**config.mk**
```make
export PLATFORM = sky130hd
export DESIGN_NAME = heap_ctrl
export DESIGN_NICKNAME = d
export VERILOG_FILES = /design/src/source/heap_pkg.sv /design/src/source/heap_ctrl.sv
export SDC_FILE = /design/constraint.sdc
export NUM_CORES = 1
export LEC_CHECK = 0
export BUFFER_PORTS_ARGS = -buffer_cell sky130_fd_sc_hd__buf_2
export CORE_MARGIN = 2
export CORE_UTILIZATION = 38
export DETAILED_ROUTE_END_ITERATION = 10
export GPL_ROUTABILITY_DRIVEN = 0
export GPL_TIMING_DRIVEN = 0
export PLACE_DENSITY = 0.95
export SLEW_MARGIN = 15
export SYNTH_ARGS = -nofsm -noshare
export SYNTH_HDL_FRONTEND = slang
export SYNTH_SLANG_ARGS = --single-unit
export TNS_END_PERCENT = 30
```
**constraint.sdc**
```tcl
create_clock -name i_clk -period 5.5 [get_ports i_clk]
set_input_delay 1.1 -clock i_clk [delete_from_list [all_inputs] [get_ports i_clk]]
set_output_delay 1.1 -clock i_clk [all_outputs]
set_load 0.02 [all_outputs]
```
**src/source/heap_pkg.sv**
```systemverilog
////////////////////
// heap allocator package
// word sizes, tag masks, reserved words and the
// tagged-word union shared by the heap allocator blocks
////////////////////

package heap_pkg;

    // sizes
    localparam int DATA_SZ = 16;                   // bits per word
    localparam int ADDR_SZ = 8;                    // bits per cell index
    localparam int MEM_MAX = 1 << ADDR_SZ;         // cells in the heap

    // tag masks
    localparam logic [DATA_SZ-1:0] DIR_TAG = 16'h8000;  // direct fixnum
    localparam logic [DATA_SZ-1:0] MUT_TAG = 16'h4000;  // mutable memory
    localparam logic [DATA_SZ-1:0] OPQ_TAG = 16'h2000;  // opaque word
    localparam logic [DATA_SZ-1:0] VLT_TAG = 16'h1000;  // volatile memory
    localparam logic [DATA_SZ-1:0] PTR_TAGS = MUT_TAG | VLT_TAG;  // every heap pointer

    // reserved constants
    localparam logic [DATA_SZ-1:0] UNDEF = 16'h0000;    // o_addr after reset
    localparam logic [DATA_SZ-1:0] NIL   = 16'h0001;    // empty free list, no mut tag
    localparam logic [DATA_SZ-1:0] TRUE  = 16'h0002;
    localparam logic [DATA_SZ-1:0] FALSE = 16'h0003;
    localparam logic [DATA_SZ-1:0] UNIT  = 16'h0004;    // inert result
    localparam logic [DATA_SZ-1:0] ZERO  = 16'h8000;    // fixnum +0

    // controller states
    localparam logic ST_RUN  = 1'b0;               // serving requests
    localparam logic ST_HALT = 1'b1;               // stopped on error

    // one word, seen raw or as a pointer
    typedef union packed {
        logic [DATA_SZ-1:0] raw;                   // plain value
        struct packed {
            logic               dir;               // bit 15
            logic               mut;               // bit 14
            logic               opq;               // bit 13
            logic               vlt;               // bit 12
            logic [3:0]         rsvd;              // unused by the heap
            logic [ADDR_SZ-1:0] index;             // cell number
        } ptr;
    } heap_word_u;

endpackage

```
**src/source/heap_ctrl.sv**
```systemverilog
////////////////////
// heap controller
// decodes each request, judges legality and drives one-hot
// move and memory enables; halts on the first illegal request
////////////////////

`timescale 1ns/1ps

module heap_ctrl (
    input  logic                     i_clk,
    input  logic                     i_arst_n,
    input  logic                     i_alloc,       // pointer port
    input  logic                     i_free,
    input  logic                     i_rd,          // memory port
    input  logic                     i_wr,
    input  heap_pkg::heap_word_u     i_addr,        // address to free
    input  heap_pkg::heap_word_u     i_waddr,
    input  heap_pkg::heap_word_u     i_raddr,
    input  logic                     i_list_empty,  // from free list
    input  logic                     i_heap_full,   // from counter
    input  logic [heap_pkg::ADDR_SZ:0] i_top_index,  // bump index, extra msb
    output logic                     o_al_list,
    output logic                     o_al_bump,
    output logic                     o_al_pass,
    output logic                     o_fr_en,
    output logic                     o_rd_en,
    output logic                     o_wr_en,
    output logic                     o_err
);

    import heap_pkg::*;

    logic state_q;                                 // RUN or HALT
    logic state_d;
    logic bad_req;                                 // illegal this cycle
    logic addr_ok;
    logic waddr_ok;
    logic raddr_ok;

    // heap pointer tags and index below the bump pointer
    function automatic logic in_heap(input heap_word_u w, input logic [ADDR_SZ:0] top);
        logic tags_ok;
        tags_ok = !w.ptr.dir && w.ptr.mut && !w.ptr.opq && w.ptr.vlt;
        return tags_ok && ({1'b0, w.ptr.index} < top);
    endfunction

    assign addr_ok  = in_heap(i_addr, i_top_index);
    assign waddr_ok = in_heap(i_waddr, i_top_index);
    assign raddr_ok = in_heap(i_raddr, i_top_index);

    always_comb begin
        o_al_list = 1'b0;
        o_al_bump = 1'b0;
        o_al_pass = 1'b0;
        o_fr_en   = 1'b0;
        o_rd_en   = 1'b0;
        o_wr_en   = 1'b0;
        bad_req   = 1'b0;
        if (state_q == ST_RUN) begin               // halt drives nothing
            case ({i_alloc, i_free, i_rd, i_wr})
                4'b0000: ;                         // idle
                4'b1000: begin                     // alloc alone
                    if (!i_list_empty)
                        o_al_list = 1'b1;          // reuse freed cell first
                    else if (!i_heap_full)
                        o_al_bump = 1'b1;
                    else
                        bad_req = 1'b1;            // out of memory
                end
                4'b1100: if (addr_ok) o_al_pass = 1'b1; else bad_req = 1'b1;
                4'b0100: if (addr_ok) o_fr_en = 1'b1; else bad_req = 1'b1;
                4'b0010: if (raddr_ok) o_rd_en = 1'b1; else bad_req = 1'b1;
                4'b0001: if (waddr_ok) o_wr_en = 1'b1; else bad_req = 1'b1;
                4'b0011: begin                     // read and write together
                    if (raddr_ok && waddr_ok) begin
                        o_rd_en = 1'b1;
                        o_wr_en = 1'b1;
                    end else begin
                        bad_req = 1'b1;
                    end
                end
                default: bad_req = 1'b1;           // both ports in one cycle
            endcase
        end
    end

    assign state_d = bad_req ? ST_HALT : state_q;  // halt is left only by reset

    always_ff @(posedge i_clk or negedge i_arst_n) begin
        if (!i_arst_n)
            state_q <= ST_RUN;
        else
            state_q <= state_d;
    end

    assign o_err = (state_q == ST_HALT);

endmodule

```
== Word level (Yosys, flattened, before mapping) ==
Cells that the tools add are included.
Storage, ports and cells
  bits in registers: 1
  input bits: 65
  output and inout bits: 7
Operators by class
  muxes and demuxes: 27
  reductions and logical operators: 21
  eq/ne operators: 6
  order comparisons: 3
Operators by type and width (number)
  < comparator 8 x 9 -> 1 bit: 3
  two-way mux 1 bit: 24
  logical AND 1 bit: 13
  equality test 4 x 2 -> 1 bit, second input constant: 2
  equality test 4 bit, second input constant: 2
  logical NOT 1 bit: 6
  case mux 1 bit (6 select lines): 1
  equality test 4 x 1 -> 1 bit, second input constant: 1
  equality test 4 x 3 -> 1 bit, second input constant: 1
  logical NOT 4 bit: 1
  case mux 1 bit (2 select lines): 2
  OR reduction 2 bit: 1

== Logic depth before layout (Yosys ltp) ==
Gate-level depths: netlist of run 1.
  word-level depth: 9
  mapped depth: 7

== Worst setup path before layout of run 1 ==
Ideal clock, no wire load.
  path type: in2out
  start: in i_top_index[4] (netlist bit)
  end: out o_rd_en
  path buffers: 0
  arrival: 2419 ps
  path slack: 1981 ps
  stages on the path: 7
  cells stage by stage: inv_1 > ha_1 > a211oi_2 > o211ai_1 > a211oi_2 > nand3_1 > a21oi_1
Between the ends
  longest elaborated chain between the ends: 6
  elaborated cells between the ends (all ways): 9
  classes of those cells: order compare (2); mux (4); reduce/logical (3)
Ends and longest elaborated chain
  from (decl): RTL line heap_ctrl.sv:21  | input logic [heap_pkg::ADDR_SZ:0] i_top_index,
  < comparator 8 x 9 -> 1 bit: RTL line heap_ctrl.sv:44  | return tags_ok && ({1'b0, w.ptr.index} < top);
  logical AND 1 bit: RTL line heap_ctrl.sv:44
  logical AND 1 bit: RTL line heap_ctrl.sv:75  | if (raddr_ok && waddr_ok) begin
  two-way mux 1 bit: RTL line heap_ctrl.sv:75
  case mux 1 bit (2 select lines) (*): RTL line heap_ctrl.sv:60  | case ({i_alloc, i_free, i_rd, i_wr})
  two-way mux 1 bit (*): RTL line heap_ctrl.sv:59  | if (state_q == ST_RUN) begin
  to (decl): RTL line heap_ctrl.sv:26  | output logic o_rd_en,
Every way passes the cells marked *; elsewhere a longest branch is shown, timed or not.

== Worst setup path in the final report of run 1 ==
  start: in i_top_index[4] (netlist bit)
  end: out o_wr_en
Between the ends
  longest elaborated chain between the ends: 6
  elaborated cells between the ends (all ways): 9
  classes of those cells: order compare (2); mux (4); reduce/logical (3)
Ends and longest elaborated chain
  < comparator 8 x 9 -> 1 bit: RTL line heap_ctrl.sv:44
  logical AND 1 bit: RTL line heap_ctrl.sv:44
  logical AND 1 bit: RTL line heap_ctrl.sv:75
  two-way mux 1 bit: RTL line heap_ctrl.sv:75
  case mux 1 bit (2 select lines) (*): RTL line heap_ctrl.sv:60
  two-way mux 1 bit (*): RTL line heap_ctrl.sv:59
  to (decl): RTL line heap_ctrl.sv:27  | output logic o_wr_en,
Marks and branches as above.

==> impl_metrics.py, run 1 <==
metrics = {
    "floorplan": {
        "num_rows": 15,
        "fp.dieArea_mm2": 0.002236,
        "ios": 72,
        "initial_core_util_pct": 40.79,
        "coreArea_mm2": 0.001745,
        "die_w_um": 47.29,
        "die_h_um": 47.29,
    },
    "cells_and_area": {
        "final_layout_size_suffix_gt1_share_pct": 41.18,
        "largest_register_ff_count": 1,
        "fillers": 163,
        "area_growth_pct": 45.87,
        "utilization_pct": 59.50,
        "num_antenna_cells": 0,
        "finalInstanceArea_mm2": 0.001039,
        "nets": 241,
    },
    "synth": {
        "syn_nets": 180,
        "synth_area_leaders": "ha_1 (37%), a21oi_1 (6.3%), nand2_1 (6.3%)",
        "syn_inst": 94,
        "synth_warnings": 0,
        "ys_seq_area_share_pct": 3.515,
        "yosysTopAreaCell": "ha_1",
        "netlist.area_leader.share_pct": 36.91,
        "synthFlopType": "dfrtp_1",
        "synthTopCellsByCount": "ha_1 (21), nand2_1 (12), inv_1 (10)",
        "synth.cell_area_um2": 711.9,
        "yosysUniqueCellTypes": 29,
        "synth-edff-count": 0,
        "avgSynthCellArea_um2": 7.574,
        "ys_ff_latch": 1,
        "yosysMostFrequentCell": "ha_1",
        "async_reset_ff_share_pct": 100.0,
    },
    "placed_design": {
        "io_buffers": 59,
        "post-dp-hpwl_mm": 1.888,
        "dpl-instance-area_mm2": 0.001039,
        "preCtsSetupSlack_ns": 1.725,
    },
    "grt": {
        "grt_max_degree": 9,
        "grt_pass1_vias": 780,
        "track_usage_pct": 16.47,
        "overflow": 0,
        "antenna_found_initial": 0,
        "grt_pass1_wl_mm": 2.773,
    },
    "timing": {
        "setup_violations": 0,
        "fin_skew_ns": 0,
        "fmax_ghz": 0.2653,
        "setup_slack_ns": 1.731,
        "slew_violations": 0,
        "timing.setup.tns_ns": 0,
        "fin_crit_ns": 3.769,
        "hold_viol_final": 0,
        "worstMarginPinSlew_ns": 0.2843,
        "fin_crit_sh_pct": 68.52,
        "max_slew_margin_pct": 80.90,
        "rsz0062_at_grt": "false",
    },
    "critical_path": {
        "timing_worst_setup_path_type": "in2out",
        "setup.worst_path.start_class": "input port",
        "crit_required_ns": 4.40,
        "critPathTopFamily": "compound AO/OA/AOI/OAI gates",
        "critical_path.max_stage_delay_ns": 0.30,
        "slowest_stage": "a211oi_2",
        "endpoint_kind": "output pin",
        "cp.buffers_inverters": 3,
        "arrival_ns": 2.67,
        "crit_chain": "buf_2, inv_1, ha_1, a211oi_2, o211ai_1, a211oi_2, nor2b_1, nor3_2, buf_2",
        "cp_max_fo": 3,
    },
    "clock_network": {
        "clkTransAtPathRegs_ns": 0,
        "hold_buffers": 0,
        "postCtsSetupRepairBufs": 0,
        "cts_resized": 0,
        "worstSkewPairLatency_ns": 0,
    },
    "routing": {
        "routed_wl_mm": 2.010,
        "drc_errors": 0,
        "drt_iter0_drc": 5,
        "viasPerCell": 5.062,
        "vias": 901,
        "firstDrtPassIters": 3,
        "ant_nets": 0,
        "wl_per_cell_um": 11.29,
    },
    "power_and_ir_drop": {
        "power.total_uw": 64.32,
        "cellLeakagePower_nw": 0.5794,
        "ir_worst_vdd_uv": 32.24,
        "power.density_mw_per_mm2": 61.94,
    },
    "job": {
        "maxCapViolCount": 0,
    },
    "status": {
        "outcome": "complete, no violations",
    },
    "worst_hold_path": {
        "hold_path_class": "reg2reg",
    },
}
-- path summary, 6_finish.rpt --
kind                                      from  slack [ns]      end  depth (start not counted)
min in group asynchronous             i_arst_n        0.88    o_err                          1
worst min register to register           o_err        0.55    o_err                          1
worst max-delay path            i_top_index[4]        1.73  o_wr_en                          9
max in group asynchronous             i_arst_n        4.54    o_err                          1
worst min-delay path                     o_err        0.55    o_err                          1
worst max register to register           o_err        4.77    o_err                          1
-- power breakdown --
part / internal, mW / switching, mW / leakage (nW)
clock network: 0 / 0 / 0
logic: 0.0299 / 0.0269 / 0.571
registers: 0.00749 / 0 / 0.00875
-- stage by stage --
step | hold slack (ns) | std cells
6_report | 0.5550 | 178
5_1_grt | 0.5880 | 178
4_1_cts | 0.5544 | 178
3_5_place_dp | 0.5488 | 178
3_3_place_gp | 0.5266 | 178
2_1_floorplan | 0.6291 | 94
-- final cells by class --
| type | count | area (um2) | area share [%] |
|---|---|---|---|
| tap | 25 | 31.28 | 3.012 |
| inverter | 10 | 37.54 | 3.614 |
| multi-input combinational | 83 | 649.4 | 62.53 |
| sequential | 1 | 25.02 | 2.410 |
| timing repair buffer | 59 | 295.3 | 28.43 |
-- per-layer routing --
layer | part of all wire [%] | GRT usage [%] | vias to the layer above
met5 | 0 | 0 | -
met4 | 0 | 0 | 0
met3 | 6.9 | 0.7692 | 0
met2 | 54 | 35.95 | 31
met1 | 39 | 17.61 | 399
li1 | - | - | 471
-- layout by cell type (no fill, tap or decap), drive strengths merged --
master / Yosys / routed
o211ai: 1 / 1
nand2b: 1 / 1
ha: 21 / 21
and3b: 1 / 1
a31o: 2 / 2
nor2: 5 / 5
a211oi: 3 / 3
nand3b: 1 / 1
a21o: 1 / 1
nand2: 12 / 12
o211a: 1 / 1
nor4bb: 2 / 2
a21oi: 9 / 9
nor3b: 1 / 1
nand4b: 3 / 3
buf: 0 / 59
dfrtp: 1 / 1
o2111ai: 2 / 2
o21ai: 3 / 3
nor4b: 1 / 1
o311a: 1 / 1
nand3: 2 / 2
inv: 10 / 10
nor2b: 4 / 4
nor3: 5 / 5
and4b: 1 / 1
-- cell families after synthesis --
family / after synthesis / share of synthesized area, %
fa+ha+maj: 21 / 36.91
simple gates: 39 / 31.46
flops: 1 / 3.514
buf+inv: 10 / 5.273
compound gates: 23 / 22.85
Power figures use the tool's default switching activity.
==> run 2: changes to the inputs <==
--- a/config.mk
+++ b/config.mk
@@ -7,11 +7,11 @@
 export LEC_CHECK = 0
 export BUFFER_PORTS_ARGS = -buffer_cell sky130_fd_sc_hd__buf_2
 export CORE_MARGIN = 2
-export CORE_UTILIZATION = 38
+export CORE_UTILIZATION = 35
 export DETAILED_ROUTE_END_ITERATION = 10
 export GPL_ROUTABILITY_DRIVEN = 0
 export GPL_TIMING_DRIVEN = 0
-export PLACE_DENSITY = 0.95
+export PLACE_DENSITY = 0.9
 export SLEW_MARGIN = 15
 export SYNTH_ARGS = -nofsm -noshare
 export SYNTH_HDL_FRONTEND = slang
==> constraint.sdc (replaced) <==
create_clock -name i_clk -period 3.6 [get_ports i_clk]
set_input_delay 0.72 -clock i_clk [delete_from_list [all_inputs] [get_ports i_clk]]
set_output_delay 0.72 -clock i_clk [all_outputs]
set_load 0.02 [all_outputs]
==> run 2 against run 1 <==
Against the previous run:
- via count up 3.2%
- worst setup slack worse by 1.1 ns
- flip-flop and latch count unchanged
- combinational power up 56%
- cell count up 1.1%
- critical path depth unchanged
- largest power group unchanged
- register-to-register slack worse by 1.9 ns
- hold slack worse by 0.060 ns
- wire length up 5.7%
- critical endpoint unchanged
- final area up 0.24%
- die area up 7.8%
==> impl_metrics.py, run 2 (synthesized netlist as in run 1, its figures left out) <==
metrics = {
    "critical_path": {
        "endpoint_kind": "output pin",
        "arrival_ns": 2.25,
        "setup.worst_path.start_class": "input port",
        "crit_required_ns": 2.88,
        "timing_worst_setup_path_type": "in2out",
        "cp_max_fo": 3,
        "rr_worst_depth": 1,
    },
    "cells_and_area": {
        "largest_register_ff_count": 1,
        "area_growth_pct": 46.22,
        "layout_commonest_cell": "buf_2",
        "num_antenna_cells": 0,
        "final_layout_size_suffix_gt1_share_pct": 41.18,
        "nets": 241,
        "final_cell_mix": "buf_2 (59), ha_1 (21), nand2_1 (12)",
        "final_cells": 180,
    },
    "timing": {
        "setup_slack_ns": 0.6313,
        "slew_violations": 0,
        "fin_skew_ns": 0,
        "max_slew_margin_pct": 78.41,
        "fmax_ghz": 0.3368,
        "timing.setup.tns_ns": 0,
        "setup_violations": 0,
        "hold_viol_final": 0,
        "fin_crit_ns": 2.969,
        "rsz0062_at_grt": "false",
        "fin_crit_sh_pct": 82.46,
        "holdWs_ns": 0.4952,
        "worstMarginPinSlew_ns": 0.3195,
    },
    "routing": {
        "routed_wl_mm": 2.124,
        "wl_per_cell_um": 11.80,
        "firstDrtPassIters": 3,
        "viasPerCell": 5.167,
        "ant_nets": 0,
        "drt_iter0_drc": 7,
        "vias": 930,
        "drc_errors": 0,
    },
    "placed_design": {
        "preCtsSetupSlack_ns": 0.6422,
        "post-place-cells": 180,
        "post-dp-hpwl_mm": 1.935,
        "io_buffers": 59,
    },
    "job": {
        "maxCapViolCount": 0,
    },
    "floorplan": {
        "coreArea_mm2": 0.001942,
        "die_h_um": 49.10,
        "fp.dieArea_mm2": 0.002411,
        "ios": 72,
        "die_w_um": 49.10,
        "initial_core_util_pct": 36.66,
        "num_rows": 16,
    },
    "power_and_ir_drop": {
        "cellLeakagePower_nw": 0.5794,
        "ir_worst_vdd_uv": 46.38,
        "power.density_mw_per_mm2": 95.93,
    },
    "status": {
        "outcome": "complete, no violations",
    },
    "clock_network": {
        "clkTransAtPathRegs_ns": 0,
        "postCtsSetupRepairBufs": 0,
        "worstSkewPairLatency_ns": 0,
        "hold_buffers": 0,
        "cts_resized": 0,
    },
    "grt": {
        "overflow": 0,
        "grt_pass1_wl_mm": 3.491,
        "grt_pass1_vias": 854,
        "grt_max_degree": 9,
        "track_usage_pct": 17.30,
        "antenna_found_initial": 0,
    },
    "worst_hold_path": {
        "hold_path_class": "in2async",
    },
}
[run 2: stage by stage]
stage | utilization, % | total power [mW] | cell area [um2]
3_3_place_gp | 53.61 | 0.09272 | 1041
5_1_grt | 53.61 | 0.1124 | 1041
4_1_cts | 53.61 | 0.1003 | 1041
6_report | 53.61 | 0.09986 | 1041
3_5_place_dp | 53.61 | 0.09995 | 1041
2_1_floorplan | - | 0.05625 | 711.9
[run 2: final timing paths]
kind / from / to / slack [ns]
min in group i_clk: o_err / o_err / 0.52
min reg2reg: o_err / o_err / 0.52
max reg2reg: o_err / o_err / 2.90
min: i_arst_n / o_err / 0.50
max in group asynchronous: i_arst_n / o_err / 3.02
max: i_top_index[4] / o_wr_en / 0.63
[run 2: cell type report]
class,instances,area [um2]
Fill cell,181,900.9
Multi-Input combinational cell,83,649.4
Sequential cell,1,25.02
Inverter,10,37.54
Timing Repair Buffer,59,295.3
Tap cell,27,33.78
[run 2: critical path, stage by stage]
cell and delay (ns):
buf_2 0.10, inv_1 0.09, ha_1 0.26, a211oi_2 0.21
o211ai_1 0.12, a211oi_2 0.26, nor2b_1 0.09, nor3_2 0.20
buf_2 0.20
[run 2: layer usage]
| metal | GRT usage [%] | up-vias | wire, um |
|---|---|---|---|
| met3 | 0.6135 | 0 | 143 |
| li1 | - | 478 | - |
| met1 | 19.67 | 417 | 860 |
| met4 | 0.9524 | 0 | 0 |
| met5 | 0 | - | 0 |
| met2 | 36.04 | 35 | 1121 |
[run 2: report_power, final]
group          internal, mW  leakage (nW)  total [mW]  switching (mW)
Clock                     0             0           0               0
Combinational        0.0457         0.571      0.0884          0.0427
Sequential           0.0114       0.00875      0.0114               0
==> run 3: changes to the inputs <==
--- a/config.mk
+++ b/config.mk
@@ -5,13 +5,14 @@
 export SDC_FILE = /design/constraint.sdc
 export NUM_CORES = 1
 export LEC_CHECK = 0
+export ABC_AREA = 1
 export BUFFER_PORTS_ARGS = -buffer_cell sky130_fd_sc_hd__buf_2
 export CORE_MARGIN = 2
-export CORE_UTILIZATION = 35
+export CORE_UTILIZATION = 38
 export DETAILED_ROUTE_END_ITERATION = 10
 export GPL_ROUTABILITY_DRIVEN = 0
 export GPL_TIMING_DRIVEN = 0
-export PLACE_DENSITY = 0.9
+export PLACE_DENSITY = 0.91
 export SLEW_MARGIN = 15
 export SYNTH_ARGS = -nofsm -noshare
 export SYNTH_HDL_FRONTEND = slang
==> constraint.sdc (replaced) <==
create_clock -name i_clk -period 2.75 [get_ports i_clk]
set_input_delay 0.55 -clock i_clk [delete_from_list [all_inputs] [get_ports i_clk]]
set_output_delay 0.55 -clock i_clk [all_outputs]
set_load 0.02 [all_outputs]
==> run 3 against run 2 <==
Against the previous run:
- register-to-register slack got worse by 1.1 ns
- power rose by 41%
- flip-flop and latch count did not move
- sequential share of layout area fell by 0.25 points
- first-iteration DRC count did not move
- critical path type unchanged
==> impl_metrics.py, run 3 <==
metrics = {
    "job": {
        "maxCapViolCount": 0,
    },
    "cells_and_area": {
        "final_layout_size_suffix_gt1_share_pct": 39.59,
        "final_cell_mix": "buf_2 (59), nand2_1 (37), inv_1 (22)",
        "final-seq-area_um2": 25.02,
        "layout_commonest_cell": "buf_2",
        "area_growth_pct": 39.49,
        "num_antenna_cells": 0,
        "multi_input_area_um2": 706.9,
        "nets": 285,
        "fillers": 211,
        "largest_register_ff_count": 1,
        "utilization_pct": 57.49,
    },
    "routing": {
        "viasPerCell": 4.531,
        "ant_nets": 0,
        "vias": 1015,
        "drt_iter0_drc": 7,
        "drc_errors": 0,
        "firstDrtPassIters": 6,
        "wl_per_cell_um": 8.527,
        "routed_wl_mm": 1.910,
    },
    "critical_path": {
        "crit_path_frequent_cell": "nor2_1",
        "critical_path.max_stage_delay_ns": 0.25,
        "r2r-end": "o_err",
        "crit_chain": "buf_2, inv_1, ha_1, a21oi_1, nand3_1, nand2_1, nand3_2, nor2_1, nor2_1, nor2_1, buf_2",
        "setup.worst_path.start_class": "input port",
        "timing_worst_setup_path_type": "in2out",
        "crit_required_ns": 2.20,
        "endpoint_kind": "output pin",
        "regToRegSetupSlack_ns": 1.82,
        "arrival_ns": 1.82,
        "rr_worst_depth": 4,
        "r2r_start": "o_err",
        "slowest_stage": "ha_1",
        "cp_max_fo": 3,
    },
    "synth": {
        "async_reset_ff_share_pct": 100.0,
        "synth_warnings": 0,
        "synth_area_leaders": "ha_1 (32%), nand2_1 (17%), inv_1 (9.9%)",
        "ys_ff_latch": 1,
        "synthTopCellsByCount": "nand2_1 (37), inv_1 (22), ha_1 (21)",
        "yosysTopAreaCell": "ha_1",
        "ys_seq_area_share_pct": 3.003,
        "yosysMostFrequentCell": "nand2_1",
        "syn_nets": 224,
        "yosysUniqueCellTypes": 21,
        "synth-edff-count": 0,
        "avgSynthCellArea_um2": 6.038,
        "syn_inst": 138,
        "synth.cell_area_um2": 833.3,
        "synthFlopType": "dfrtp_1",
        "netlist.area_leader.share_pct": 31.53,
    },
    "floorplan": {
        "coreArea_mm2": 0.002022,
        "fp.dieArea_mm2": 0.002584,
        "die_w_um": 50.83,
        "die_h_um": 50.83,
        "initial_core_util_pct": 41.21,
        "num_rows": 16,
        "ios": 72,
    },
    "clock_network": {
        "hold_buffers": 0,
        "clkTransAtPathRegs_ns": 0,
        "postCtsSetupRepairBufs": 0,
        "cts_resized": 0,
        "worstSkewPairLatency_ns": 0,
    },
    "placed_design": {
        "post-dp-hpwl_mm": 1.848,
        "io_buffers": 59,
    },
    "grt": {
        "track_usage_pct": 15.72,
        "grt_pass1_vias": 927,
        "grt_max_degree": 8,
        "grt_pass1_wl_mm": 3.346,
        "overflow": 0,
        "antenna_found_initial": 0,
    },
    "power_and_ir_drop": {
        "cellLeakagePower_nw": 0.7051,
        "power.density_mw_per_mm2": 121.2,
        "ir_worst_vdd_uv": 68.83,
    },
    "timing": {
        "worstMarginPinSlew_ns": 0.3013,
        "fmax_ghz": 0.4219,
        "timing.setup.tns_ns": 0,
        "slew_violations": 0,
        "hold_viol_final": 0,
        "fin_crit_ns": 2.370,
        "fin_skew_ns": 0,
        "max_slew_margin_pct": 79.73,
        "setup_violations": 0,
        "fin_crit_sh_pct": 86.19,
        "rsz0062_at_grt": "false",
    },
    "status": {
        "outcome": "complete, no violations",
    },
    "worst_hold_path": {
        "hold_path_class": "in2async",
    },
}
run 3: cell types whose count changed after synthesis, sizes merged, moves of 4 or more:
cell / before / now
nor2: 5 / 18
nand3: 2 / 7
inv: 10 / 27
nand2: 12 / 41
nor2b: 4 / 0
run 3: where the power goes:
part           leakage, nW  switching (mW)  internal (mW)  total (mW)
Sequential         0.00875               0         0.0150      0.0150
Combinational        0.696          0.0647         0.0612       0.126
Clock                    0               0              0           0
run 3: worst max-delay path: cells and delay by family:
kind,cells,cell delay [ns]
AO/OA/AOI/OAI,1,0.17
adder cells (fa/ha/maj),1,0.25
buffers and inverters,3,0.34
AND/OR/NAND/NOR,6,0.51
run 3: cell type report:
type	count	share of cell area (%)
multi-input combinational	110	60.82
timing repair buffer	59	25.40
inverter	27	8.719
tap	27	2.906
sequential	1	2.153
run 3: cells by family (layout without fill, tap and decap cells):
kind of cell               after synthesis  count (layout)  share of synthesized area (%)
AOI/OAI and AO/OA                       12              12                          7.958
adders and majority gates               21              21                          31.53
buffers and inverters                   27              86                          12.16
and+or+nand+nor                         77              77                          45.34
DFF                                      1               1                          3.003
run 3: through the flow:
stage	hold WS, ns	total power, mW	instances	worst slack [ns]	area, um2
floorplan	0.2544	0.08921	138	0.4615	833.3
global placement	0.3243	0.1387	224	0.3677	1162
detailed placement	0.3260	0.1425	224	0.3532	1162
CTS	0.3260	0.1432	224	0.3442	1162
global route	0.3323	0.1642	224	0.1449	1162
finish	0.3245	0.1409	224	0.3798	1162
run 3: per-layer routing:
metal,GRT usage [%],vias to the layer above,wire length (um)
met5,0,-,0
li1,-,564,-
met4,0,0,0
met1,19.46,408,798
met3,0.8772,0,185
met2,31.36,43,926
run 3: worst max path at each step:
stage | startpoint | end | slack [ns] | cells past startpoint
after CTS | i_top_index[4] | o_wr_en | 0.34 | 11
after floorplan | i_top_index[6] | o_al_pass | 0.46 | 7
after global routing | i_top_index[4] | o_wr_en | 0.14 | 13
final | i_top_index[4] | o_wr_en | 0.38 | 11
after detailed placement | i_top_index[4] | o_wr_en | 0.35 | 11
after global placement | i_top_index[4] | o_wr_en | 0.37 | 11
